`src/verilog/rf_geom_pkg.sv`:
```
// --------------------
// Register file geometry
// Size of the 256x25 array, the padded macro word and the power-enable echo delay
// --------------------

package rf_geom_pkg;

    // Number of entries in the array
    localparam int RF_DEPTH = 256;

    // Address width that covers every entry
    localparam int RF_ADDR_W = 8;

    // User word as seen by the requester
    localparam int RF_DATA_W = 25;

    // The macro word is one bit wider, the top bit is a pad written as zero
    localparam int RF_MACRO_W = 26;

    // Cycles the array takes to echo a change of power enable
    localparam int PG_ACK_CYCLES = 4;

    typedef logic [RF_ADDR_W-1:0] rf_addr_t;
    typedef logic [RF_DATA_W-1:0] rf_word_t;

endpackage

```
`src/verilog/rf_cmd_pkg.sv`:
```
// --------------------
// Command and response types
// Opcodes, status codes, the operand union and the structs between pipeline stages
// --------------------

package rf_cmd_pkg;

    // Opcodes 4 to 7 are reserved and rejected by decode
    typedef enum logic [2:0] {
        OP_WRITE = 3'd0,
        OP_READ  = 3'd1,
        OP_SLEEP = 3'd2,
        OP_WAKE  = 3'd3
    } rf_op_e;

    typedef enum logic [1:0] {
        ST_OK        = 2'd0,
        ST_BAD_OP    = 2'd1,
        ST_ASLEEP    = 2'd2,
        ST_BAD_STATE = 2'd3
    } rf_status_e;

    // Power view of the operand, only the low nibble has a meaning
    typedef struct packed {
        logic [rf_geom_pkg::RF_DATA_W-5:0] rsvd;
        logic [3:0]                        settle_cycles;
    } rf_pwr_fields_t;

    // Write data for a write, power fields for sleep and wake
    typedef union packed {
        rf_geom_pkg::rf_word_t data;
        rf_pwr_fields_t        pwr;
    } rf_operand_u;

    typedef struct packed {
        rf_op_e                op;
        rf_geom_pkg::rf_addr_t addr;
        rf_operand_u           operand;
    } rf_cmd_t;

    typedef struct packed {
        rf_op_e                op;
        logic                  bad_op;
        rf_geom_pkg::rf_addr_t addr;
        rf_geom_pkg::rf_word_t wdata;
        logic [3:0]            settle_cycles;
    } rf_dec_t;

    typedef struct packed {
        rf_op_e                op;
        rf_status_e            status;
        rf_geom_pkg::rf_word_t rdata;
    } rf_rsp_t;

endpackage

```
`src/verilog/rf_cmd_decode.sv`:
```
// --------------------
// Command decode stage
// Registers each command, flags reserved opcodes and unpacks the operand
// --------------------

`timescale 1ns/100ps

module rf_cmd_decode (
     input  logic                 clk
    ,input  logic                 arst_n

    ,input  logic                 cmd_valid
    ,output logic                 cmd_ready
    ,input  rf_cmd_pkg::rf_cmd_t  cmd

    ,output logic                 dec_valid
    ,input  logic                 dec_ready
    ,output rf_cmd_pkg::rf_dec_t  dec
);

rf_cmd_pkg::rf_dec_t dec_d;

// The stage takes a new command when empty or when its output leaves now
assign cmd_ready = !dec_valid || dec_ready;

// Operand view depends on the opcode, unused fields stay zero
always_comb begin
    dec_d      = '0;
    dec_d.op   = cmd.op;
    dec_d.addr = cmd.addr;
    case (cmd.op)
        rf_cmd_pkg::OP_WRITE: begin
            dec_d.wdata = cmd.operand.data;
        end
        rf_cmd_pkg::OP_READ: begin
            // Only the address matters for a read
            dec_d.wdata = '0;
        end
        rf_cmd_pkg::OP_SLEEP, rf_cmd_pkg::OP_WAKE: begin
            dec_d.settle_cycles = cmd.operand.pwr.settle_cycles;
        end
        default: begin
            dec_d.bad_op = 1'b1;
        end
    endcase
end

always_ff @(posedge clk or negedge arst_n) begin
    if (!arst_n) begin
        dec_valid <= 1'b0;
    end else if (cmd_valid && cmd_ready) begin
        dec_valid <= 1'b1;
    end else if (dec_ready) begin
        dec_valid <= 1'b0;
    end
end

// Payload only moves on a transfer
always_ff @(posedge clk) begin
    if (cmd_valid && cmd_ready) begin
        dec <= dec_d;
    end
end

endmodule

```
`config.mk`:
```
export PLATFORM = sky130hd
export DESIGN_NAME = rf_cmd_decode
export DESIGN_NICKNAME = d
export VERILOG_FILES = /design/src/verilog/rf_geom_pkg.sv /design/src/verilog/rf_cmd_pkg.sv /design/src/verilog/rf_cmd_decode.sv
export SDC_FILE = /design/constraint.sdc
export NUM_CORES = 1
export LEC_CHECK = 0
export ABC_AREA = 1
export BUFFER_PORTS_ARGS = -buffer_cell sky130_fd_sc_hd__buf_2
export CORE_ASPECT_RATIO = 2
export CORE_UTILIZATION = 43
export DETAILED_ROUTE_END_ITERATION = 10
export PLACE_DENSITY_LB_ADDON = 0.08
export SLEW_MARGIN = 30
export SYNTH_ARGS = -nofsm -noshare
export SYNTH_HDL_FRONTEND = slang
export SYNTH_SLANG_ARGS = --single-unit
```
`constraint.sdc`:
```
create_clock -name clk -period 4.1 [get_ports clk]
set_input_delay 1.23 -clock clk [delete_from_list [all_inputs] [get_ports clk]]
set_output_delay 1.23 -clock clk [all_outputs]
set_load 0.01 [all_outputs]
```
==> impl_metrics.ini <==
[status]
status = completed

[floorplan]
fp-row-count = 30
dieArea_um2 = 3810
die_h_um = 86.3
core_area_um2 = 3380
die_w_um = 44.1
start_util = 0.452
ios = 83

[cts]
path_clk_slew_ps = 70
cts_inserted_buffers = 5
insertion_delay_ps = 280
tritoncts = built
hold_buffers = 0
cts-root-buf = clkbuf_8
cts.path.max_buffers = 2
cts_resized = 0
htreeDepth = 2
cts_setup_buffers = 0
cts_sinks = 42

[synth]
yosys-top-cells-count = edfxtp_1 (41), inv_1 (28), nor2_1 (28)
synth-simple-area-share = 0.0885
synth_top_family_by_area = simple AND/OR/NAND/NOR gates
avgSynthCellArea_um2 = 14.1
synthCells = 108
synth-edff-count = 41
synth_most_common_cell = edfxtp_1
synth-seq-cells = 42
synth_ff_type = edfxtp_1
synth_top_area_share = 0.806
synth_xor_area_frac = 0
synth_compound_area_frac = 0.00328
yosysSeqAreaShare = 0.822
synth_area_leader_cell = edfxtp_1
synth_mux_area_frac = 0
synth.distinct_cells = 10
synth_area_um2 = 1530
synthesis.nets = 148
yosys-top-cells-area = edfxtp_1 (81%), inv_1 (6.9%), nor2_1 (6.9%), dfrtp_1 (1.6%), buf_6 (1.5%)
ys_async_sr_fraction = 0.0238
synthAdderAreaFrac = 0
synth_warnings = 0

[layout]
nFillCells = 309
instances_no_fill = 227
n_antenna_cell = 0
nets = 235
drive_above_1_share = 0.482
syn2layout_area_growth_pct = 34.2
regArea_um2 = 1260
postLayoutCellArea_um2 = 2050
multiInputGateArea_um2 = 151

[detailed_routing]
viasPerCell = 4.51
ant_nets = 0
via_count = 1024
drtIter0Drc = 23
wl_um = 2690
drt_first_pass_iters = 6
wl_per_cell_um = 11.8
drc = 0

[critical_path]
critPathKind = in2out
cp.required_ps = 2870
critPathArrivalTime_ps = 1640
r2r_slack_ps = 2570
critPathLaunchType = primary input
reg2reg_from = dec_valid
r2r_cells = 2
path_max_fanout = 2
crit_path_start = dec_ready
r2r_end = dec[12]
critPathCaptureType = output pin

[power]
finalPower_uw = 818
leakagePower_nw = 1.02
peakVddDrop_mv = 0.298
power_density_nw_per_um2 = 399

[worst_hold_path]
whs_endpoint = dec_valid
hold-path-cell-count = 2
hold_class = reg2reg
min_from = dec_valid

[timing]
rsz0062_at_grt = false
hold_viol_final = 0
relSlewSlack = 0.687
finClkSkew_ps = 2.16
drv_slew = 0
worst_hold_slack_ps = 587
worst_slew_pin_slew_ps = 468
max_freq_ghz = 0.349
fin_crit_sh = 0.699
finalSetupTns_ps = 0
finalSetupViolCount = 0
period_minus_slack_ps = 2870

[placed_design]
post_dp_cell_area_um2 = 1970
port_buffers = 82
gp_congestion = 0.672
dpl.hpwl_um = 1980
place_inst = 220

[flow_run]
maxCapViolCount = 0

[global_routing]
antenna_found_initial = 0
track_usage = 0.150
first_global_vias = 1073
grt_overflow = 0
grt_max_degree = 33
grt_pass1_wl_um = 4100
[layout by cell type, fill, tap and decap left out]
cell	instances
nor2_1	28
edfxtp_1	41
nand2_2	1
inv_1	28
clkinv_2	2
a21oi_4	1
dfrtp_1	1
clkbuf_8	5
buf_4	1
nand2_1	3
buf_2	82
nor2_2	2
[critical path, cell delays in order]
cell and delay [ps]:
buf_2 90, inv_1 100, nand2_1 80, buf_2 140
[sequential cells by signal, indices dropped and copies added (netlist names)]
| register | cells |
|---|---|
| dec | 41 |
| dec_valid | 1 |
[how the worst max path moves through the flow]
| stage | to | slack [ps] | cells past startpoint |
|---|---|---|---|
| floorplan | dec[0] | 370 | 2 |
| global placement | cmd_ready | 1250 | 4 |
| detailed placement | cmd_ready | 1230 | 4 |
| CTS | cmd_ready | 1230 | 4 |
| global route | cmd_ready | 1210 | 4 |
| finish | cmd_ready | 1230 | 4 |
[where the power goes]
group / switching (mW) / internal [mW]
clock network: 0.126 / 0.114
registers: 0.00537 / 0.496
logic: 0.0445 / 0.0326
total: 0.176 / 0.642
[cell families after synthesis]
family,count (synthesis)
compound gates,1
buf+inv,31
flops,42
simple gates,34
[metal layers]
layer,share of wire,track usage,vias to the layer above
met3,0.073,0.0479,5
met4,0.023,0.0826,0
li1,-,-,508
met1,0.33,0.116,459
met2,0.58,0.293,52
met5,0,0,-
[area by class of cell]
| class | count | share of cell area |
|---|---|---|
| timing repair buffer | 83 | 0.204 |
| multi-input combinational | 35 | 0.0739 |
| sequential | 42 | 0.613 |
| clock inverter | 2 | 0.00488 |
| inverter | 28 | 0.0513 |
| clock buffer | 5 | 0.0336 |
| tap | 32 | 0.0195 |
[metrics by stage]
stage	util	setup WS (ps)
after floorplan	-	367
after global placement	0.583	1250
after detailed placement	0.583	1230
after CTS	0.607	1230
after global routing	0.607	1210
final	0.607	1230
Power figures use the tool's default switching activity.
