## src/verilog/rf_geom_pkg.sv

```systemverilog
// --------------------
// Register file geometry
// Size of the 256x25 array, the padded macro word and the power-enable echo delay
// --------------------

package rf_geom_pkg;

    // Number of entries in the array
    localparam int RF_DEPTH = 256;

    // Address width that covers every entry
    localparam int RF_ADDR_W = 8;

    // User word as seen by the requester
    localparam int RF_DATA_W = 25;

    // The macro word is one bit wider, the top bit is a pad written as zero
    localparam int RF_MACRO_W = 26;

    // Cycles the array takes to echo a change of power enable
    localparam int PG_ACK_CYCLES = 4;

    typedef logic [RF_ADDR_W-1:0] rf_addr_t;
    typedef logic [RF_DATA_W-1:0] rf_word_t;

endpackage

```

## src/verilog/rf_cmd_pkg.sv

```systemverilog
// --------------------
// Command and response types
// Opcodes, status codes, the operand union and the structs between pipeline stages
// --------------------

package rf_cmd_pkg;

    // Opcodes 4 to 7 are reserved and rejected by decode
    typedef enum logic [2:0] {
        OP_WRITE = 3'd0,
        OP_READ  = 3'd1,
        OP_SLEEP = 3'd2,
        OP_WAKE  = 3'd3
    } rf_op_e;

    typedef enum logic [1:0] {
        ST_OK        = 2'd0,
        ST_BAD_OP    = 2'd1,
        ST_ASLEEP    = 2'd2,
        ST_BAD_STATE = 2'd3
    } rf_status_e;

    // Power view of the operand, only the low nibble has a meaning
    typedef struct packed {
        logic [rf_geom_pkg::RF_DATA_W-5:0] rsvd;
        logic [3:0]                        settle_cycles;
    } rf_pwr_fields_t;

    // Write data for a write, power fields for sleep and wake
    typedef union packed {
        rf_geom_pkg::rf_word_t data;
        rf_pwr_fields_t        pwr;
    } rf_operand_u;

    typedef struct packed {
        rf_op_e                op;
        rf_geom_pkg::rf_addr_t addr;
        rf_operand_u           operand;
    } rf_cmd_t;

    typedef struct packed {
        rf_op_e                op;
        logic                  bad_op;
        rf_geom_pkg::rf_addr_t addr;
        rf_geom_pkg::rf_word_t wdata;
        logic [3:0]            settle_cycles;
    } rf_dec_t;

    typedef struct packed {
        rf_op_e                op;
        rf_status_e            status;
        rf_geom_pkg::rf_word_t rdata;
    } rf_rsp_t;

endpackage

```

## src/verilog/rf_rsp_result.sv

```systemverilog
// --------------------
// Response result stage
// Joins read data with the status and holds the response under back-pressure
// --------------------

`timescale 1ns/100ps

module rf_rsp_result (
     input  logic                   clk
    ,input  logic                   arst_n

    ,input  logic                   exe_valid
    ,output logic                   exe_ready
    ,input  rf_cmd_pkg::rf_rsp_t    exe_rsp

    // Array read data, valid the cycle after a read is handed over
    ,input  rf_geom_pkg::rf_word_t  rdata

    ,output logic                   rsp_valid
    ,input  logic                   rsp_ready
    ,output rf_cmd_pkg::rf_rsp_t    rsp
);

logic rd_pend;
logic take;
logic take_rd;

// Busy while waiting for read data or while a response is held
assign exe_ready = !rd_pend && (!rsp_valid || rsp_ready);
assign take      = exe_valid && exe_ready;
assign take_rd   = take && (exe_rsp.op == rf_cmd_pkg::OP_READ) &&
                   (exe_rsp.status == rf_cmd_pkg::ST_OK);

always_ff @(posedge clk or negedge arst_n) begin
    if (!arst_n) begin
        rsp_valid <= 1'b0;
        rd_pend   <= 1'b0;
    end else if (take) begin
        // A good read shows up only once its data is in
        rsp_valid <= !take_rd;
        rd_pend   <= take_rd;
    end else if (rd_pend) begin
        rsp_valid <= 1'b1;
        rd_pend   <= 1'b0;
    end else if (rsp_ready) begin
        rsp_valid <= 1'b0;
    end
end

// Failed commands and non-reads answer with zero data
always_ff @(posedge clk) begin
    if (take) begin
        rsp.op     <= exe_rsp.op;
        rsp.status <= exe_rsp.status;
        rsp.rdata  <= '0;
    end else if (rd_pend) begin
        rsp.rdata <= rdata;
    end
end

endmodule
```

## config.mk

```make
export PLATFORM = sky130hd
export DESIGN_NAME = rf_rsp_result
export DESIGN_NICKNAME = d
export VERILOG_FILES = /design/src/verilog/rf_geom_pkg.sv /design/src/verilog/rf_cmd_pkg.sv /design/src/verilog/rf_rsp_result.sv
export SDC_FILE = /design/constraint.sdc
export NUM_CORES = 1
export LEC_CHECK = 0
export CAP_MARGIN = 25
export CORE_MARGIN = 1.5
export CORE_UTILIZATION = 53
export DETAILED_ROUTE_END_ITERATION = 10
export DONT_BUFFER_PORTS = 1
export GPL_ROUTABILITY_DRIVEN = 0
export HOLD_SLACK_MARGIN = 0.02
export PLACE_DENSITY = 0.79
export SYNTH_ARGS = -nofsm -noshare
export SYNTH_HDL_FRONTEND = slang
export SYNTH_SLANG_ARGS = --single-unit
```

## constraint.sdc

```tcl
create_clock -name clk -period 1.3 [get_ports clk]
set_clock_uncertainty 0.15 [all_clocks]
set_input_delay 0.195 -clock clk [delete_from_list [all_inputs] [get_ports clk]]
set_output_delay 0.195 -clock clk [all_outputs]
set_load 0.1 [all_outputs]
```

==> results of run 1 <==
cells in the mapped netlist, drive strengths merged:
cell	count
a211oi	1
a21oi	1
and3	1
buf	5
dfrtp	2
dfxtp	25
edfxtp	5
inv	2
mux2i	25
nor2	26
nor3b	1
o211ai	1
o21ai	1
per-stage QoR:
stage | setup slack [ps] | cell area, sq um | util [%]
detailed placement | -133 | 1900 | 95.1
floorplan | -433 | 1180 | -
global placement | -36.4 | 1900 | 95.1
kinds of logic after synthesis:
group	after synthesis	synth area share, %
flip-flops	32	60.6
AND/OR/NAND/NOR	28	9.63
multiplexers	25	21.6
buffers and inverters	7	4.87
AO/OA/AOI/OAI	4	3.25
==> metrics.txt, run 1 <==
status=stopped before the end; Stopped at=clock tree synthesis; First Err=[ERROR DPL-0038] Utilization greater than 100%, impossible to legalize; flops & latches, synth=32; Gates resized, CTS repair=14; Synth area leaders=dfxtp_1, mux2i_1, edfxtp_1; Synth Instances=96; die extent in x=49.7 microns; CTS Buf Count=5; HPWL Detailed=3160 microns; Die Y-Extent=49.7 microns; initial core utilization=57.8%; Rows=16; library cells used by synthesis=14; syn_nets=155; CTS hold repair buffers=33; I/O Pins=91; syn_area_per_cell=12.0 sq um; placed cells=160; # Post-CTS Setup Buffers=9; Seq/Total Area, Yosys=60.6%; H-tree Lvls=2; Syn Std Cell Area=1160 sq um; area leader, netlist=dfxtp_1; top-area cell type share of the netlist area=43.3%; CTS Sinks=32; Port Buffers=0; Longest Clk Path Bufs=2; Warnings, synthesis=0; clock root cell=clkbuf_4
==> run 2: changes to the inputs <==
Settings changed: CORE_AREA set to 2 2 63 65, CORE_MARGIN 1.5 to unset, CORE_UTILIZATION 53 to unset, DIE_AREA set to 0 0 65 67, HOLD_SLACK_MARGIN 0.02 to unset, PLACE_DENSITY 0.79 to unset, PLACE_DENSITY_LB_ADDON set to 0.15.
Clock period 1.3 ns to 1.7 ns, I/O delays scaled along.
==> run 2 against run 1 <==
Against the previous run: the run now ends clean; synthesized area stayed put; synthesized cell count stayed put.
==> metrics.txt, run 2 <==
status=complete, no violations; peak supply drop=0.528 mV; Warnings, synthesis=0 (unchanged); Net Sw Power=431 uW; Max-Cap Viols=0; post-route cell area=1820 sq um; adder-cell share of the synthesized area=0% (unchanged); Crit. End Element=output pin; DR vias=900; CTS tree=done; CTS Sinks=32 (unchanged); CP top delay family=flip-flops; Antenna Nets Post-Route=0; critical path data arrival time=1220 ps; XOR/XNOR share of the synthesized area=0% (unchanged); Detailed Routing Iterations Pass 1=3; Clk Latency, worst-skew pair=270 ps; Area growth, synth to finish=57.8%; sw frac=27.0%; HPWL Detailed=1700 microns (-46%); placed cells=174 (+8.8%); WL met2=1190 microns; # DRC=0; mux cell area share after synthesis=21.6% (unchanged); largest net degree at the start of global routing=32; I/O Pins=91 (unchanged); max-slew violations=0; Placed Instance Area=1470 sq um (-23%); CORE AREA=3610 sq um; CTS Buf Count=5 (unchanged); Synth Flop Type=dfxtp_1; relative slew slack=80.0%; WP buf/inv=2; total track usage=13.1%; top-area cell type share of the netlist area=43.3% (unchanged); Synth area leaders=dfxtp_1, mux2i_1, edfxtp_1; Final Power=1.59 mW; vias per cell=4.31; commonest non-fill, non-tap cell in the layout=buf_4; Synth Area in Compound Gates=3.25% (unchanged); Longest Clk Path Bufs=2 (unchanged); fraction of registers with async set/reset=6.25% (unchanged); HP Class=in2reg; commonest cells after routing, fill and taps aside=buf_4, dlygate4sd3_1, nor2_1; leakage=0.742 nW; Internal=1.16 mW; RSZ-0062 raised after global routing=false; Rows=22 (+6); drt total wl=2540 microns; most frequent cells after synthesis=nor2_1, dfxtp_1, mux2i_1; Tmin final=1620 ps; GR Overflow Total=0; # diodes=0; met3 WL post-DR=244 microns; Syn Std Cell Area=1160 sq um (unchanged); Comb pwr share=16.8%; area leader, netlist=dfxtp_1; largest family of logic cells by synthesized area=multiplexers; Die Y-Extent=67 microns (+35%); CP cell instances=buf_6, a21oi_4, buf_12; CP Launch Type=register; Seq/Total Area, Yosys=60.6% (unchanged); slowest CP cell=dfrtp_1; Metal-1 WL=1050 microns; Required @ worst endpoint=1290 ps; die extent in x=65 microns (+31%); Tcrit/Tclk final=95.5%; library cells used by synthesis=14 (unchanged); top-count cell post-synth=nor2_1; Fmax=0.616 GHz; worst hold margin=4.16 ps; largest registers=rsp (30), rd_pend (1), rsp_valid (1); Final Hold Violating Endpoints=0; Top Layer Used=met4; initial core utilization=32.1% (-26 points); Crit path largest cell delay=430 ps; number of global-route vias before repair=965; initial antenna violation count=0; clock root cell=clkbuf_8; syn_nets=155 (unchanged); first-pass GRT wire length=4240 microns; Biggest register=rsp; final cell count without fillers=209; Cell Pwr Density=873 nW/um^2; worst setup path class=reg2out; flops & latches, synth=32 (unchanged); Port Buffers=0 (unchanged); Worst Path Max Fanout=8; Clock Pin Slew Worst Setup and Hold Paths=60 ps; FILL cells=326; DIE AREA=4360 sq um; Post-Synth Simple-Gate Area=9.63% (unchanged); starting DRC count in detailed routing=28; max reg flops=30; Routed WL per cell=12.1 microns; H-tree Lvls=2 (unchanged); final core utilization=50.6%; Flop pwr share=49.9%; Final #Nets=219; Clk pwr share=33.3%; EDFF count, synth=5 (unchanged); setup violators final=0; Synth Instances=96 (unchanged); Slew @ Worst Pin=300 ps; layout cells sized above 1=26.7%; # Post-CTS Setup Buffers=0 (-9); syn_area_per_cell=12.0 sq um (unchanged)
## run 2: cell counts after synthesis
Identical to the previous run, type by type.
## run 2: area by class of cell
cell class                      instances  area [sq um]  share of cell area (%)
Tap cell                               48          60.1                    3.29
Multi-Input combinational cell         57           410                    22.5
Sequential cell                        32           704                    38.6
Inverter                                2          7.51                   0.412
Clock inverter                          1          3.75                   0.206
Clock buffer                            7          76.3                    4.18
Timing Repair Buffer                   62           562                    30.8
## run 2: power groups by stage
stage | sequential, mW | combinational [mW] | clock [mW]
5_1_grt | 0.796 | 0.279 | 0.596
3_3_place_gp | 0.811 | 0.216 | 0
2_1_floorplan | 0.928 | 0.0581 | 0
3_5_place_dp | 0.812 | 0.218 | 0
4_1_cts | 0.795 | 0.268 | 0.558
6_report | 0.795 | 0.267 | 0.530
## run 2: layer usage
| metal | track usage, % | vias up |
|---|---|---|
| met3 | 4.90 | 5 |
| met1 | 13.7 | 401 |
| met5 | 0 | - |
| met2 | 23.5 | 47 |
| met4 | 5.59 | 0 |
| li1 | - | 447 |
## run 2: worst paths after layout
path	slack (ps)	start	to	depth (start not counted)
worst max-delay path	80	rd_pend$_DFF_PN0_	exe_ready	3
worst min-delay path	4	rdata[24]	rsp[24]$_SDFFE_PP0P_	2
worst max register to register	280	rsp_valid$_DFFE_PN0P_	rsp[25]$_DFFE_PP_	2
worst min register to register	350	rsp[14]$_SDFFE_PP0P_	rsp[14]$_SDFFE_PP0P_	2
max in group asynchronous	1190	arst_n	rsp_valid$_DFFE_PN0P_	1
min in group asynchronous	60	arst_n	rd_pend$_DFF_PN0_	1
## run 2: what timing repair did
item | 4_1_cts | 5_1_grt
hold endpoints to repair | 29 | 0
endpoints found under the setup margin | 0 | 1
hold buffers | 27 | 0
gates resized for setup | 0 | 1
## run 2: cell families (layout without fill, tap and decap cells)
| kind of cell | after synthesis | in the layout |
|---|---|---|
| muxes | 25 | 25 |
| and+or+nand+nor | 28 | 28 |
| buffers and inverters | 7 | 72 |
| AOI/OAI and AO/OA | 4 | 4 |
| DFF | 32 | 32 |
## run 2: through the flow
step,TNS (ps),worst slack [ps]
6_report,0,76.3
5_1_grt,0,18.0
4_1_cts,0,22.1
3_5_place_dp,0,281
3_3_place_gp,0,290
2_1_floorplan,-33.4,-33.4
## run 2: worst register-to-register path: stages (launching register included)
cell	delay, ps
dfrtp_4	510
a211oi_4	250
buf_12	220
No activity file was read; power rests on OpenSTA's default activity.
==> run 3: changes to the inputs <==
Settings changed: MAX_ROUTING_LAYER set to met4.
==> run 3 against run 2 <==
Against the previous run: cell count unchanged; non-clock buffer count unchanged; sequential power about the same; cell area is the same; critical path depth is the same; wire length is 0.12% higher; combinational power is essentially flat; worst setup slack about the same; count of clock-buffer cells in the layout did not move; first-iteration DRC count grew 11%; clock power is essentially flat; critical endpoint unchanged; largest power group unchanged.
==> metrics.txt, run 3 (synthesized netlist as in run 2, its figures left out) <==
status=complete, no violations; DR vias=900 (unchanged); Die Y-Extent=67 microns (unchanged); GR Overflow Total=0 (unchanged); setup violators final=0 (unchanged); DIE AREA=4360 sq um (unchanged); CTS tree=done; Worst Path Max Fanout=8 (unchanged); Clk Latency, worst-skew pair=270 ps (about the same); starting DRC count in detailed routing=31 (+11%); max-slew violations=0 (unchanged); HP Class=in2reg; largest registers=rsp (30), rd_pend (1), rsp_valid (1); slowest CP cell=dfrtp_1; Routed WL per cell=12.1 microns (+0.12%); leakage=0.742 nW (unchanged); H-tree Lvls=2 (unchanged); final core utilization=50.6% (unchanged); worst setup path class=reg2out; Tmin final=1620 ps (-0.0649 ps); critical path data arrival time=1220 ps (about the same); RSZ-0062 raised after global routing=false; CP cell instances=buf_6, a21oi_4, buf_12; layout cells sized above 1=26.7% (unchanged); Slew @ Worst Pin=300 ps (unchanged); first-pass GRT wire length=4240 microns (unchanged); # Post-CTS Setup Buffers=0 (unchanged); Area growth, synth to finish=57.8% (unchanged); HPWL Detailed=1700 microns (unchanged); relative slew slack=80.0% (unchanged); Port Buffers=0 (unchanged); Detailed Routing Iterations Pass 1=3 (unchanged); largest net degree at the start of global routing=32 (unchanged); CP top delay family=flip-flops; Clock Pin Slew Worst Setup and Hold Paths=60 ps (about the same); initial antenna violation count=0 (unchanged); # DRC=0 (unchanged); Biggest register=rsp; CTS Buf Count=5 (unchanged); Crit. End Element=output pin; # diodes=0 (unchanged); Longest Clk Path Bufs=2 (unchanged); initial core utilization=32.1% (unchanged); Rows=22 (unchanged); WP buf/inv=2 (unchanged); peak supply drop=0.528 mV (about the same); die extent in x=65 microns (unchanged); Max-Cap Viols=0 (unchanged); Fmax=0.616 GHz (about the same); commonest cells after routing, fill and taps aside=buf_4, dlygate4sd3_1, nor2_1; Crit path largest cell delay=430 ps (about the same); Final #Nets=219 (unchanged); Final Hold Violating Endpoints=0 (unchanged); number of global-route vias before repair=964 (-0.10%); drt total wl=2540 microns (+0.12%); Cell Pwr Density=873 nW/um^2 (about the same); Final Power=1.59 mW (about the same); CTS Sinks=32 (unchanged); clock root cell=clkbuf_8; commonest non-fill, non-tap cell in the layout=buf_4; CP Launch Type=register; vias per cell=4.31 (unchanged); CORE AREA=3610 sq um (unchanged); Tcrit/Tclk final=95.5% (about the same); I/O Pins=91 (unchanged); total track usage=13.4% (+0.35 points); Required @ worst endpoint=1290 ps (about the same); Antenna Nets Post-Route=0 (unchanged); max reg flops=30 (unchanged)
## run 3: worst paths after layout
path                                  startpoint                    end  slack [ps]  cells past startpoint
min in group asynchronous                 arst_n      rd_pend$_DFF_PN0_          60                      1
min                                    rdata[24]   rsp[24]$_SDFFE_PP0P_           4                      2
min reg2reg                 rsp[14]$_SDFFE_PP0P_   rsp[14]$_SDFFE_PP0P_         350                      2
max                            rd_pend$_DFF_PN0_              exe_ready          80                      3
max in group asynchronous                 arst_n  rsp_valid$_DFFE_PN0P_        1190                      1
max reg2reg                rsp_valid$_DFFE_PN0P_      rsp[25]$_DFFE_PP_         280                      2
## run 3: area by class of cell
cell class / instances / area (sq um)
Clock buffer: 7 / 76.3
Clock inverter: 1 / 3.75
Fill cell: 326 / 1780
Inverter: 2 / 7.51
Multi-Input combinational cell: 57 / 410
Sequential cell: 32 / 704
Tap cell: 48 / 60.1
Timing Repair Buffer: 62 / 562
## run 3: stage by stage
| step | instance area, sq um | std cells | TNS [ps] | setup slack (ps) | hold WS, ps |
|---|---|---|---|---|---|
| 2_1_floorplan | 1170 | 96 | -33.4 | -33.4 | -191 |
| 6_report | 1820 | 209 | 0 | 76.4 | 4.24 |
| 3_5_place_dp | 1470 | 174 | 0 | 281 | -191 |
| 4_1_cts | 1820 | 209 | 0 | 22.1 | 0.487 |
| 3_3_place_gp | 1470 | 174 | 0 | 290 | -191 |
| 5_1_grt | 1820 | 209 | 0 | 18.0 | 19.4 |
## run 3: timing repair
action                                 CTS  global route
setup endpoints to repair                0             1
hold buffers                            27             0
resized for setup                        0             1
endpoints found under the hold margin   29             0
## run 3: report_power, final
group	total (mW)	switching, mW	internal (mW)
Sequential	0.795	0.00716	0.788
Combinational	0.267	0.178	0.0895
Clock	0.530	0.245	0.284
## run 3: routing by layer
layer	GRT usage [%]	vias to the layer above	share of wire (%)
li1	-	447	-
met1	13.7	401	41
met2	23.5	47	47
met3	4.90	5	9.8
met4	5.59	0	1.7
met5	-	-	0
