==> src/verilog/rf_geom_pkg.sv <==
// --------------------
// Register file geometry
// Size of the 256x25 array, the padded macro word and the power-enable echo delay
// --------------------

package rf_geom_pkg;

    // Number of entries in the array
    localparam int RF_DEPTH = 256;

    // Address width that covers every entry
    localparam int RF_ADDR_W = 8;

    // User word as seen by the requester
    localparam int RF_DATA_W = 25;

    // The macro word is one bit wider, the top bit is a pad written as zero
    localparam int RF_MACRO_W = 26;

    // Cycles the array takes to echo a change of power enable
    localparam int PG_ACK_CYCLES = 4;

    typedef logic [RF_ADDR_W-1:0] rf_addr_t;
    typedef logic [RF_DATA_W-1:0] rf_word_t;

endpackage

==> src/verilog/rf_cmd_pkg.sv <==
// --------------------
// Command and response types
// Opcodes, status codes, the operand union and the structs between pipeline stages
// --------------------

package rf_cmd_pkg;

    // Opcodes 4 to 7 are reserved and rejected by decode
    typedef enum logic [2:0] {
        OP_WRITE = 3'd0,
        OP_READ  = 3'd1,
        OP_SLEEP = 3'd2,
        OP_WAKE  = 3'd3
    } rf_op_e;

    typedef enum logic [1:0] {
        ST_OK        = 2'd0,
        ST_BAD_OP    = 2'd1,
        ST_ASLEEP    = 2'd2,
        ST_BAD_STATE = 2'd3
    } rf_status_e;

    // Power view of the operand, only the low nibble has a meaning
    typedef struct packed {
        logic [rf_geom_pkg::RF_DATA_W-5:0] rsvd;
        logic [3:0]                        settle_cycles;
    } rf_pwr_fields_t;

    // Write data for a write, power fields for sleep and wake
    typedef union packed {
        rf_geom_pkg::rf_word_t data;
        rf_pwr_fields_t        pwr;
    } rf_operand_u;

    typedef struct packed {
        rf_op_e                op;
        rf_geom_pkg::rf_addr_t addr;
        rf_operand_u           operand;
    } rf_cmd_t;

    typedef struct packed {
        rf_op_e                op;
        logic                  bad_op;
        rf_geom_pkg::rf_addr_t addr;
        rf_geom_pkg::rf_word_t wdata;
        logic [3:0]            settle_cycles;
    } rf_dec_t;

    typedef struct packed {
        rf_op_e                op;
        rf_status_e            status;
        rf_geom_pkg::rf_word_t rdata;
    } rf_rsp_t;

endpackage

==> src/verilog/rf_cmd_execute.sv <==
// --------------------
// Command execute stage
// Checks commands against the power state, drives the array and sequences sleep and wake
// --------------------

`timescale 1ns/100ps

module rf_cmd_execute (
     input  logic                   clk
    ,input  logic                   arst_n

    ,input  logic                   dec_valid
    ,output logic                   dec_ready
    ,input  rf_cmd_pkg::rf_dec_t    dec

    ,output logic                   exe_valid
    ,input  logic                   exe_ready
    ,output rf_cmd_pkg::rf_rsp_t    exe_rsp

    // Array access
    ,output logic                   we
    ,output rf_geom_pkg::rf_addr_t  waddr
    ,output rf_geom_pkg::rf_word_t  wdata
    ,output logic                   re
    ,output rf_geom_pkg::rf_addr_t  raddr

    // Power control
    ,output logic                   pgcb_isol_en
    ,output logic                   pwr_enable_b_in
    ,input  logic                   pwr_enable_b_out
);

typedef enum logic [2:0] {
    S_IDLE,
    S_SLP_PWR,
    S_SLP_ACK,
    S_WAK_ACK,
    S_WAK_SET
} exe_state_e;

exe_state_e             state;
logic                   asleep;
logic [3:0]             settle_cnt;
rf_cmd_pkg::rf_status_e status;
logic                   acc_ok;
logic                   rd_ok;
logic                   slp_ok;
logic                   take;

// --------------------
// Status of the command at the head of decode

always_comb begin
    status = rf_cmd_pkg::ST_OK;
    if (dec.bad_op) begin
        status = rf_cmd_pkg::ST_BAD_OP;
    end else begin
        case (dec.op)
            rf_cmd_pkg::OP_SLEEP: if (asleep) status = rf_cmd_pkg::ST_BAD_STATE;
            rf_cmd_pkg::OP_WAKE:  if (!asleep) status = rf_cmd_pkg::ST_BAD_STATE;
            default:              if (asleep) status = rf_cmd_pkg::ST_ASLEEP;
        endcase
    end
end

// A read or write that will reach the array
assign acc_ok = (status == rf_cmd_pkg::ST_OK) &&
                (dec.op == rf_cmd_pkg::OP_READ || dec.op == rf_cmd_pkg::OP_WRITE);
assign rd_ok  = acc_ok && (dec.op == rf_cmd_pkg::OP_READ);

// A sleep that will start the power-down sequence
assign slp_ok = (status == rf_cmd_pkg::ST_OK) && (dec.op == rf_cmd_pkg::OP_SLEEP);

// A read waits for a free result stage so its data cannot be missed
// A sleep waits until execute is empty so that isolation cannot clamp a read still in flight
assign dec_ready = (state == S_IDLE) &&
                   (slp_ok ? !exe_valid : (exe_ready || (!exe_valid && !rd_ok)));
assign take      = dec_valid && dec_ready;

// --------------------
// Control state and power sequencing

always_ff @(posedge clk or negedge arst_n) begin
    if (!arst_n) begin
        state           <= S_IDLE;
        asleep          <= 1'b0;
        exe_valid       <= 1'b0;
        we              <= 1'b0;
        re              <= 1'b0;
        pgcb_isol_en    <= 1'b0;
        pwr_enable_b_in <= 1'b0;
    end else begin
        we <= 1'b0;
        re <= 1'b0;
        if (exe_valid && exe_ready) begin
            exe_valid <= 1'b0;
        end
        case (state)
            S_IDLE: begin
                if (take) begin
                    we <= acc_ok && (dec.op == rf_cmd_pkg::OP_WRITE);
                    re <= rd_ok;
                    if (slp_ok) begin
                        // Isolate first, power goes off a cycle later
                        pgcb_isol_en <= 1'b1;
                        state        <= S_SLP_PWR;
                    end else if (status == rf_cmd_pkg::ST_OK &&
                                 dec.op == rf_cmd_pkg::OP_WAKE) begin
                        pwr_enable_b_in <= 1'b0;
                        state           <= S_WAK_ACK;
                    end else begin
                        exe_valid <= 1'b1;
                    end
                end
            end
            S_SLP_PWR: begin
                pwr_enable_b_in <= 1'b1;
                state           <= S_SLP_ACK;
            end
            S_SLP_ACK: begin
                if (pwr_enable_b_out) begin
                    asleep    <= 1'b1;
                    exe_valid <= 1'b1;
                    state     <= S_IDLE;
                end
            end
            S_WAK_ACK: begin
                if (!pwr_enable_b_out) state <= S_WAK_SET;
            end
            default: begin
                // Supply is back, hold isolation until the settle count runs out
                if (settle_cnt == '0) begin
                    pgcb_isol_en <= 1'b0;
                    asleep       <= 1'b0;
                    exe_valid    <= 1'b1;
                    state        <= S_IDLE;
                end
            end
        endcase
    end
end

// Payload registers, loaded when a command is taken
always_ff @(posedge clk) begin
    if (take) begin
        exe_rsp.op     <= dec.op;
        exe_rsp.status <= status;
        // The response never carries data from this stage
        exe_rsp.rdata  <= '0;
        waddr          <= dec.addr;
        wdata          <= dec.wdata;
        raddr          <= dec.addr;
        settle_cnt     <= dec.settle_cycles;
    end else if (state == S_WAK_SET && settle_cnt != '0) begin
        settle_cnt <= settle_cnt - 4'd1;
    end
end

endmodule

==> config.mk <==
export PLATFORM = sky130hd
export DESIGN_NAME = rf_cmd_execute
export DESIGN_NICKNAME = d
export VERILOG_FILES = /design/src/verilog/rf_geom_pkg.sv /design/src/verilog/rf_cmd_pkg.sv /design/src/verilog/rf_cmd_execute.sv
export SDC_FILE = /design/constraint.sdc
export NUM_CORES = 1
export LEC_CHECK = 0
export BUFFER_PORTS_ARGS = -buffer_cell sky130_fd_sc_hd__buf_2
export CORE_UTILIZATION = 40
export DETAILED_ROUTE_END_ITERATION = 10
export PLACE_DENSITY = 0.76
export SLEW_MARGIN = 20
export SYNTH_ARGS = -nofsm -noshare
export SYNTH_HDL_FRONTEND = slang
export SYNTH_SLANG_ARGS = --single-unit
export TNS_END_PERCENT = 30
==> constraint.sdc <==
create_clock -name clk -period 2.1 [get_ports clk]
set_clock_uncertainty 0.15 [all_clocks]
set_input_delay 0.21 -clock clk [delete_from_list [all_inputs] [get_ports clk]]
set_output_delay 0.21 -clock clk [all_outputs]
set_load 0.1 [all_outputs]
==> results of run 1 <==
layer usage:
metal  part of all wire  global-route usage
met3              0.082              0.0635
met5                  0                   0
met1               0.41               0.198
met4             0.0029              0.0385
met2               0.50               0.283
sequential cells by signal, summed over array words and instances, names as in the netlist:
name,count
we,1
exe_valid,1
settle_cnt,4
re,1
state,3
pgcb_isol_en,1
wdata,25
pwr_enable_b_in,1
exe_rsp,5
asleep,1
raddr,8
critical path: stages, from the launching register on:
cell and delay [ps]:
dfrtp_4 530, a31oi_4 210, o211a_1 200, buf_2 420
through the flow:
stage                     instances  area [µm²]
after floorplan                 176        2320
after global placement          314        2690
after global routing            359        3170
after detailed placement        314        2690
final                           359        3170
after CTS                       359        3170
cell families after synthesis:
kind of cell             after synthesis  synth area share
buffers and inverters                 43             0.132
XOR/XNOR                               5            0.0197
AND/OR/NAND/NOR                       28            0.0772
AO/OA/AOI/OAI                         19            0.0705
multiplexers                           4            0.0231
other                                  1           0.00169
flip-flops                            51             0.670
adder cells (fa/ha/maj)                1           0.00564
what timing repair did:
| item | 4_1_cts | 5_1_grt |
|---|---|---|
| buffers inserted | 0 | 0 |
| endpoints found under the hold margin | 45 | 0 |
| hold buffers | 37 | 0 |
| setup endpoints to repair | 0 | 0 |
worst min path at each step:
stage	end
2_1_floorplan	asleep
3_3_place_gp	pwr_enable_b_in
3_5_place_dp	pwr_enable_b_in
4_1_cts	settle_cnt[3]
5_1_grt	settle_cnt[2]
6_report	we
cell usage in the layout (no fill, tap or decap), drive strengths merged:
master,instances
a21o,1
a21oi,2
a221oi,1
a22o,1
a31o,1
a31oi,2
and2,2
and3b,1
buf,103
bufinv,1
clkbuf,5
clkinv,2
clkinvlp,1
conb,25
dfrtp,9
dlygate4sd3,37
edfxtp,42
ha,1
inv,7
mux2,3
mux2i,1
nand2,4
nand3,1
nand3b,1
nand4,1
nor2,11
nor2b,2
nor3,2
nor3b,2
nor4b,1
o2111ai,1
o211a,1
o211ai,1
o21ai,4
o31ai,3
o41ai,1
xor2,5
synth_stat cells (2+ instances only):
cell type	number	area share
dfrtp_1	9	0.10
edfxtp_1	42	0.57
xor2_1	5	0.020
inv_1	8	0.014
mux2_4	2	0.014
o31ai_1	3	0.010
buf_4	33	0.11
o21ai_0	3	0.0068
nor2b_1	2	0.0056
nor2_1	10	0.017
nand2_1	4	0.0068
layout make-up:
type | instances | area, µm²
clock buffers | 5 | 68.8
repair buffers | 140 | 913
well taps | 70 | 87.6
inverters | 8 | 33.8
multi-input cells | 82 | 534
clock inverters | 3 | 43.8
flip-flops and latches | 51 | 1490
fillers | 399 | 2060
==> results.toml, run 1 <==
[timing]
hold_ws_ps = 65.5
finalCriticalPeriod_ps = 2020
rsz0062_at_grt = "no"
finalSetupViolCount = 0
slew_headroom = 0.659
tns_ps = 0
drv_slew = 0
hold_viol = 0
fmax_mhz = 496
period_share = 0.961
max_slew.worst_pin.slew_ps = 515
fin_ws_ps = 82.8

[worst_setup_path]
critical_path_class = "reg -> out"
rr_worst_depth = 5
r2r_end = "settle_cnt[3]"
arrival_ps = 1660
worstSetupStartpoint = "exe_valid"
worstPathMaxFanout = 4
endpoint = "dec_ready"
rr_startpoint = "asleep"
cp.required_ps = 1740
start_kind = "register"
endpoint_kind = "output port"
reg2reg_slack_ps = 240

[cells_and_area]
areaGrowthSynthToFinish_pct = 43.0
drive_above_1_share = 0.436
final_util = 0.606
diodes = 0
nets = 335

[clock_network]
clkSinkCount = 51
cts_buffers = 5
cts_resized = 0
cts_buffer_depth = 2
clkLatencyLatePin_ps = 290
cts_tree = "done"
clk_pin_slew_ps = 90
htree_levels = 2
root_buffer = "clkbuf_8"

[yosys]
synth.cell_area_um2 = 2220
ys_dominant_reg_cell = "edfxtp_1"
async_flop_share = 0.176
netlist_instances = 152
ys_ff_latch = 51
synth_warnings = 0
synth_edf_count = 42
synthDistinctLibCells = 42
syn_avg_cell_area_um2 = 14.6
synth-seq-area-share = 0.670

[worst_hold_path]
hold_class = "in -> reg"
hold_path_depth = 4
min_from = "dec[38]"

[die]
dieWidth_um = 76.5
die_h_um = 76.5
rows = 26
start_util = 0.424
die_area_um2 = 5850
core_um2 = 5240
io_pins = 123

[detailed_routing]
drt_iter0_drc = 43
drc_errors = 0
routedWlPerCell_um = 13.3
wirelength_um = 4770
vias_per_cell = 4.38
firstDrtPassIters = 4
ant_nets = 0
via_count = 1573

[flow_run]
maxCapViolCount = 0

[grt]
grt_max_degree = 39
gr-total-overflow = 0
grt_pass1_vias = 1466
grt_use_total = 0.166
grt_pass1_wl_um = 7310
antenna_found_initial = 0

[outcome]
status = "complete, no violations"

[placed_design]
dp_slack_ps = 265
dp_hpwl_um = 3230
port_buffers = 97
place.gp.congestion = 0.812
Power of run 1 is not shown: default switching activity piles up to over one toggle a cycle in this logic, so the estimate is an artifact.
==> run 2: changes to the inputs <==
- ABC_AREA: default -> 1
==> run 2 against run 1 <==
  * Via count up 7.2%
  * Critical path depth up 6
  * Critical path type is now in -> out
  * Largest cell class unchanged
  * Critical endpoint unchanged
  * Routed wire length rose by 3.9%
==> results.toml, run 2 <==
[placed_design]
dpl_cell_area_um2 = 2720
place.gp.congestion = 0.890
port_buffers = 97
dp_hpwl_um = 3390

[timing]
hold_viol = 0
rsz0062_at_grt = "no"
fmax_mhz = 497
period_share = 0.958
tns_ps = 0
finalCriticalPeriod_ps = 2010
drv_slew = 0
finalSetupViolCount = 0

[cells_and_area]
diodes = 0
multi_input_area_um2 = 534
largest_register_ffs = 25
drive_above_1_share = 0.410
mostFrequentLayoutCells = "buf_2, edfxtp_1, dlygate4sd3_1, nand2_1, conb_1"
final_common_cell = "buf_2"
nets = 361
fill_cells = 442
largest-register = "wdata"
biggestRegsByFlops = "wdata x25, raddr x8, exe_rsp x5"
design_area_um2 = 3180
area.sequential_um2 = 1490
areaGrowthSynthToFinish_pct = 40.2

[yosys]
yosys-top-cells-count = "edfxtp_1, buf_4, nand2_1, inv_1"
ys_top_cells_by_area = "edfxtp_1, buf_4, dfrtp_1, nand2_1, inv_1"
synth-seq-area-share = 0.655
yosysMostFrequentCell = "edfxtp_1"
synth_edf_count = 42
ys_dominant_reg_cell = "edfxtp_1"
synth_area_leader_cell = "edfxtp_1"
netlist_instances = 180
synth_warnings = 0
synth.cell_area_um2 = 2270
ys_ff_latch = 51
synth_top_area_frac = 0.556
syn_avg_cell_area_um2 = 12.6
synthDistinctLibCells = 27
async_flop_share = 0.176

[pwr]
p_int_w = 0.00232
comb_power_share = 0.599
p_sw_w = 0.00303
p_sw_frac = 0.566
p_clk_frac = 0.100
ir_drop_mv = 0.778
seqPwrFrac = 0.301
power.leakage_nw = 1.46
power_density_nw_per_um2 = 1680

[detailed_routing]
routedWlPerCell_um = 12.8
ant_nets = 0
vias_per_cell = 4.36
drc_errors = 0
firstDrtPassIters = 4
wirelength_um = 4950
via_count = 1686
drt_iter0_drc = 93

[grt]
grt_max_degree = 26
grt_pass1_wl_um = 7620
gr-total-overflow = 0
grt_pass1_vias = 1524
antenna_found_initial = 0
grt_use_total = 0.172

[die]
start_util = 0.414
die_h_um = 77.3
core_um2 = 5470
die_area_um2 = 5980
dieWidth_um = 77.3
io_pins = 123
rows = 27

[clock_network]
clk_pin_slew_ps = 90
cts_buffer_depth = 2
cts_tree = "done"
clkLatencyLatePin_ps = 300
post-cts-setup-buffers = 0
root_buffer = "clkbuf_8"
cts_buffers = 5
htree_levels = 2
clkSinkCount = 51

[worst_setup_path]
crit_family = "buffers and inverters"
cp.required_ps = 1740
path_buf_inv = 3
cp_common_cell = "nand2_1"
critical_path_class = "in -> out"
crit_path_max_incr_delay_ps = 520
worstPathCellList = "dlygate4sd3_1 > buf_2 > nand2_1 > nor2_1 > nand2_1 > nand4_1 > nand2_2 > nand2_4 > buf_6"
arrival_ps = 1650
slowest_stage = "dlygate4sd3_1"
worstPathMaxFanout = 4
endpoint_kind = "output port"
start_kind = "input pin"

[worst_hold_path]
hold_class = "in -> reg"

[flow_run]
maxCapViolCount = 0

[outcome]
status = "complete, no violations"
==> run 2: cell count changes after synthesis, sizes merged, moves of 3 or more <==
cell / change
xor2: -5
nand3: +9
o31ai: -3
inv: +10
nor3: +3
nand2: +32
mux2: -3
o21ai: +4
==> run 2: through the flow <==
stage / total power [W] / hold slack, ps / std cells / setup WS (ps) / util
finish: 0.00535 / 0.765 / 387 / 87.7 / 0.581
CTS: 0.00534 / 5.36 / 387 / 32.9 / 0.580
global route: 0.00558 / 30.8 / 387 / 11.4 / 0.581
global placement: 0.00470 / -73.8 / 342 / 204 / 0.496
detailed placement: 0.00474 / -71.0 / 342 / 167 / 0.496
floorplan: 0.00434 / -236 / 204 / 108 / -
==> run 2: power groups by stage <==
| stage | sequential (W) | clock, W | combinational [W] |
|---|---|---|---|
| global route | 0.00164 | 0.000594 | 0.00335 |
| global placement | 0.00162 | 0 | 0.00308 |
| floorplan | 0.00288 | 0 | 0.00146 |
| detailed placement | 0.00162 | 0 | 0.00312 |
| finish | 0.00161 | 0.000535 | 0.00320 |
| CTS | 0.00160 | 0.000553 | 0.00319 |
==> run 2: kinds of logic (layout without fill, tap and decap cells) <==
kind of cell	count (synthesis)	after routing	synth area share
AND/OR/NAND/NOR	63	63	0.149
buffers and inverters	52	163	0.149
flip-flops	51	51	0.655
AO/OA/AOI/OAI	10	10	0.0314
XOR/XNOR	2	2	0.00772
adder cells (fa/ha/maj)	1	1	0.00551
other	1	25	0.00165
==> run 2: routing by layer <==
layer | vias to the layer above | track usage | wire, µm
met5 | - | 0 | 0
met4 | 0 | 0.0755 | 106
met1 | 780 | 0.190 | 1820
met2 | 88 | 0.304 | 2550
li1 | 811 | - | -
met3 | 7 | 0.0488 | 481
==> run 2: final timing paths <==
path                                        from       endpoint  slack [ps]  cells past startpoint
worst min register to register      pgcb_isol_en   pgcb_isol_en         320                      2
worst max register to register     settle_cnt[0]  settle_cnt[1]         160                      8
min in group asynchronous                 arst_n         asleep         130                      2
worst min-delay path            pwr_enable_b_out         asleep         0.8                      3
max in group asynchronous                 arst_n      exe_valid        1470                      2
worst max-delay path                     dec[39]      dec_ready          90                      9
==> run 2: worst min-delay path, cell delays in order <==
cell     delay (ps)
buf_2           100
nand2_1          50
o21ai_0          60
==> run 2: area by class of cell <==
| class | instances | area share |
|---|---|---|
| clock buffers | 6 | 0.0228 |
| clock inverters | 2 | 0.00394 |
| well taps | 72 | 0.0283 |
| flip-flops and latches | 51 | 0.468 |
| repair buffers | 137 | 0.286 |
| inverters | 18 | 0.0228 |
| multi-input cells | 101 | 0.168 |
==> run 2: repair_timing <==
action | CTS | global route
endpoints found under the hold margin | 45 | 0
gates resized for setup | 1 | 2
hold buffers | 37 | 0
setup endpoints to repair | 1 | 26
Power figures use the tool's default switching activity.
==> run 3: changes to the inputs <==
- ABC_AREA: 1 -> default
- HOLD_SLACK_MARGIN: default -> 0.08
- REMOVE_ABC_BUFFERS: default -> 1
==> run 3 against run 2 <==
  * Worst hold slack better by 87 ps
  * Fmax is 0.86% higher
  * Count of clock-buffer cells in the layout is 1 lower
  * Flip-flop and latch count stayed put
  * Power is 2.7% lower
  * Via count is 4.9% lower
  * Clock power is 2% higher
  * First-iteration DRC count is 7.5% lower
  * Final cell count is 7.0% lower
  * Setup slack better by 17 ps
  * Utilization is 2.2 points higher
  * Routed wire length is 3.7% higher
  * Largest cell class unchanged
==> results.toml, run 3 (synthesis results as in run 1) <==
[timing]
period_share = 0.950
finalCriticalPeriod_ps = 2000
drv_slew = 0
fin_ws_ps = 105
hold_ws_ps = 88.1
finalSetupViolCount = 0
rsz0062_at_grt = "no"
hold_viol = 0
fmax_mhz = 501

[clock_network]
htree_levels = 2
root_buffer = "clkbuf_8"
cts_tree = "done"
clk_pin_slew_ps = 90
post-cts-setup-buffers = 0
cts_buffers = 5
clkSinkCount = 51
clkLatencyLatePin_ps = 300
cts_buffer_depth = 2

[grt]
gr-total-overflow = 0
grt_pass1_vias = 1548
grt_pass1_wl_um = 8240
use_met2 = 0.349
met3_usage = 0.0563
top_usage_layer = "met2"
antenna_found_initial = 0
met1_usage = 0.209
grt_use_total = 0.187
grt_max_degree = 39

[placed_design]
port_buffers = 97
dpl.cell_count = 311
dp_slack_ps = 174
dpl_cell_area_um2 = 2650
place.gp.congestion = 0.832
dp_hpwl_um = 3230

[cells_and_area]
drive_above_1_share = 0.410
areaGrowthSynthToFinish_pct = 42.2
biggestRegsByFlops = "wdata x25, raddr x8, exe_rsp x5"
diodes = 0
largest_register_ffs = 25
mostFrequentLayoutCells = "buf_2, edfxtp_1, dlygate4sd3_1, conb_1, nor2_1"
nets = 336
final_common_cell = "buf_2"
final_cells = 360
design_area_um2 = 3160
largest-register = "wdata"

[worst_setup_path]
r2r_end = "settle_cnt[3]"
critical_path_class = "reg -> out"
crit_family = "flip-flops"
cp.depth = 4
crit_path_max_incr_delay_ps = 470
path_buf_inv = 1
endpoint = "dec_ready"
cp.required_ps = 1740
endpoint_kind = "output port"
slowest_stage = "dfrtp_1"
rr_startpoint = "asleep"
rr_worst_depth = 5
start_kind = "register"
worstPathCellList = "nor2_2 > a31oi_4 > o211a_1 > clkbuf_4"
arrival_ps = 1640
reg2reg_slack_ps = 150
worstPathMaxFanout = 6
worstSetupStartpoint = "asleep"

[pwr]
ir_drop_mv = 0.931
power_density_nw_per_um2 = 1650
power.leakage_nw = 1.41
finalPower_w = 0.00520

[detailed_routing]
firstDrtPassIters = 4
via_count = 1603
routedWlPerCell_um = 14.3
wirelength_um = 5130
drc_errors = 0
vias_per_cell = 4.45
ant_nets = 0
drt_iter0_drc = 86

[worst_hold_path]
hold_class = "in -> reg"

[die]
io_pins = 123
dieWidth_um = 76.5
die_h_um = 76.5
start_util = 0.424
core_um2 = 5240
rows = 26
die_area_um2 = 5850

[outcome]
status = "complete, no violations"

[flow_run]
maxCapViolCount = 0
-- run 3: changes by cell type in the layout (fill, tap and decap cells not counted), sizes merged, moves of 3 or more --
| cell | delta |
|---|---|
| dlygate4sd3 | +4 |
| inv | -10 |
| mux2 | +3 |
| nand2 | -32 |
| nand3 | -9 |
| nor3 | -3 |
| o21ai | -4 |
| o31ai | +3 |
| xor2 | +5 |
-- run 3: worst min-delay path by stage --
stage | from | to | slack (ps) | cells past startpoint
after detailed placement | arst_n | state[0] | -70 | 1
final | dec[39] | we | 90 | 4
after floorplan | arst_n | asleep | -240 | 0
after CTS | dec_valid | state[1] | 80 | 3
after global placement | arst_n | state[0] | -70 | 1
after global routing | dec[39] | we | 90 | 4
-- run 3: layer usage --
metal / share of wire / wire (µm)
met1: 0.38 / 1970
met2: 0.52 / 2680
met3: 0.087 / 449
met4: 0.0080 / 41
met5: 0 / 0
-- run 3: cell type report --
cell class,instances,area (µm²)
fillers,403,2080
flip-flops and latches,51,1490
repair buffers,141,933
multi-input cells,82,529
well taps,70,87.6
clock buffers,5,68.8
inverters,8,30.0
clock inverters,3,20.0
-- run 3: worst reg2reg max path: cells and delay by family (launching register included) --
kind	cells	cell delay, ps
DFF	1	470
AOI/OAI and AO/OA	2	350
buffers and inverters	1	200
and+or+nand+nor	1	200
muxes	1	340
-- run 3: per-stage QoR --
| step | setup TNS (ps) | util |
|---|---|---|
| global placement | 0 | 0.507 |
| global route | 0 | 0.602 |
| finish | 0 | 0.602 |
| floorplan | -20830 | - |
| detailed placement | 0 | 0.507 |
| CTS | 0 | 0.602 |
-- run 3: what timing repair did --
item	CTS	global route
gates resized for setup	0	1
hold buffers	41	0
hold endpoints to repair	50	0
endpoints found under the setup margin	0	1
-- run 3: where the power goes --
group	internal [W]	total [W]	switching (W)
sequential	0.00147	0.00164	0.000175
clock	0.000233	0.000548	0.000315
combinational	0.000522	0.00301	0.00249
total	0.00222	0.00520	0.00298
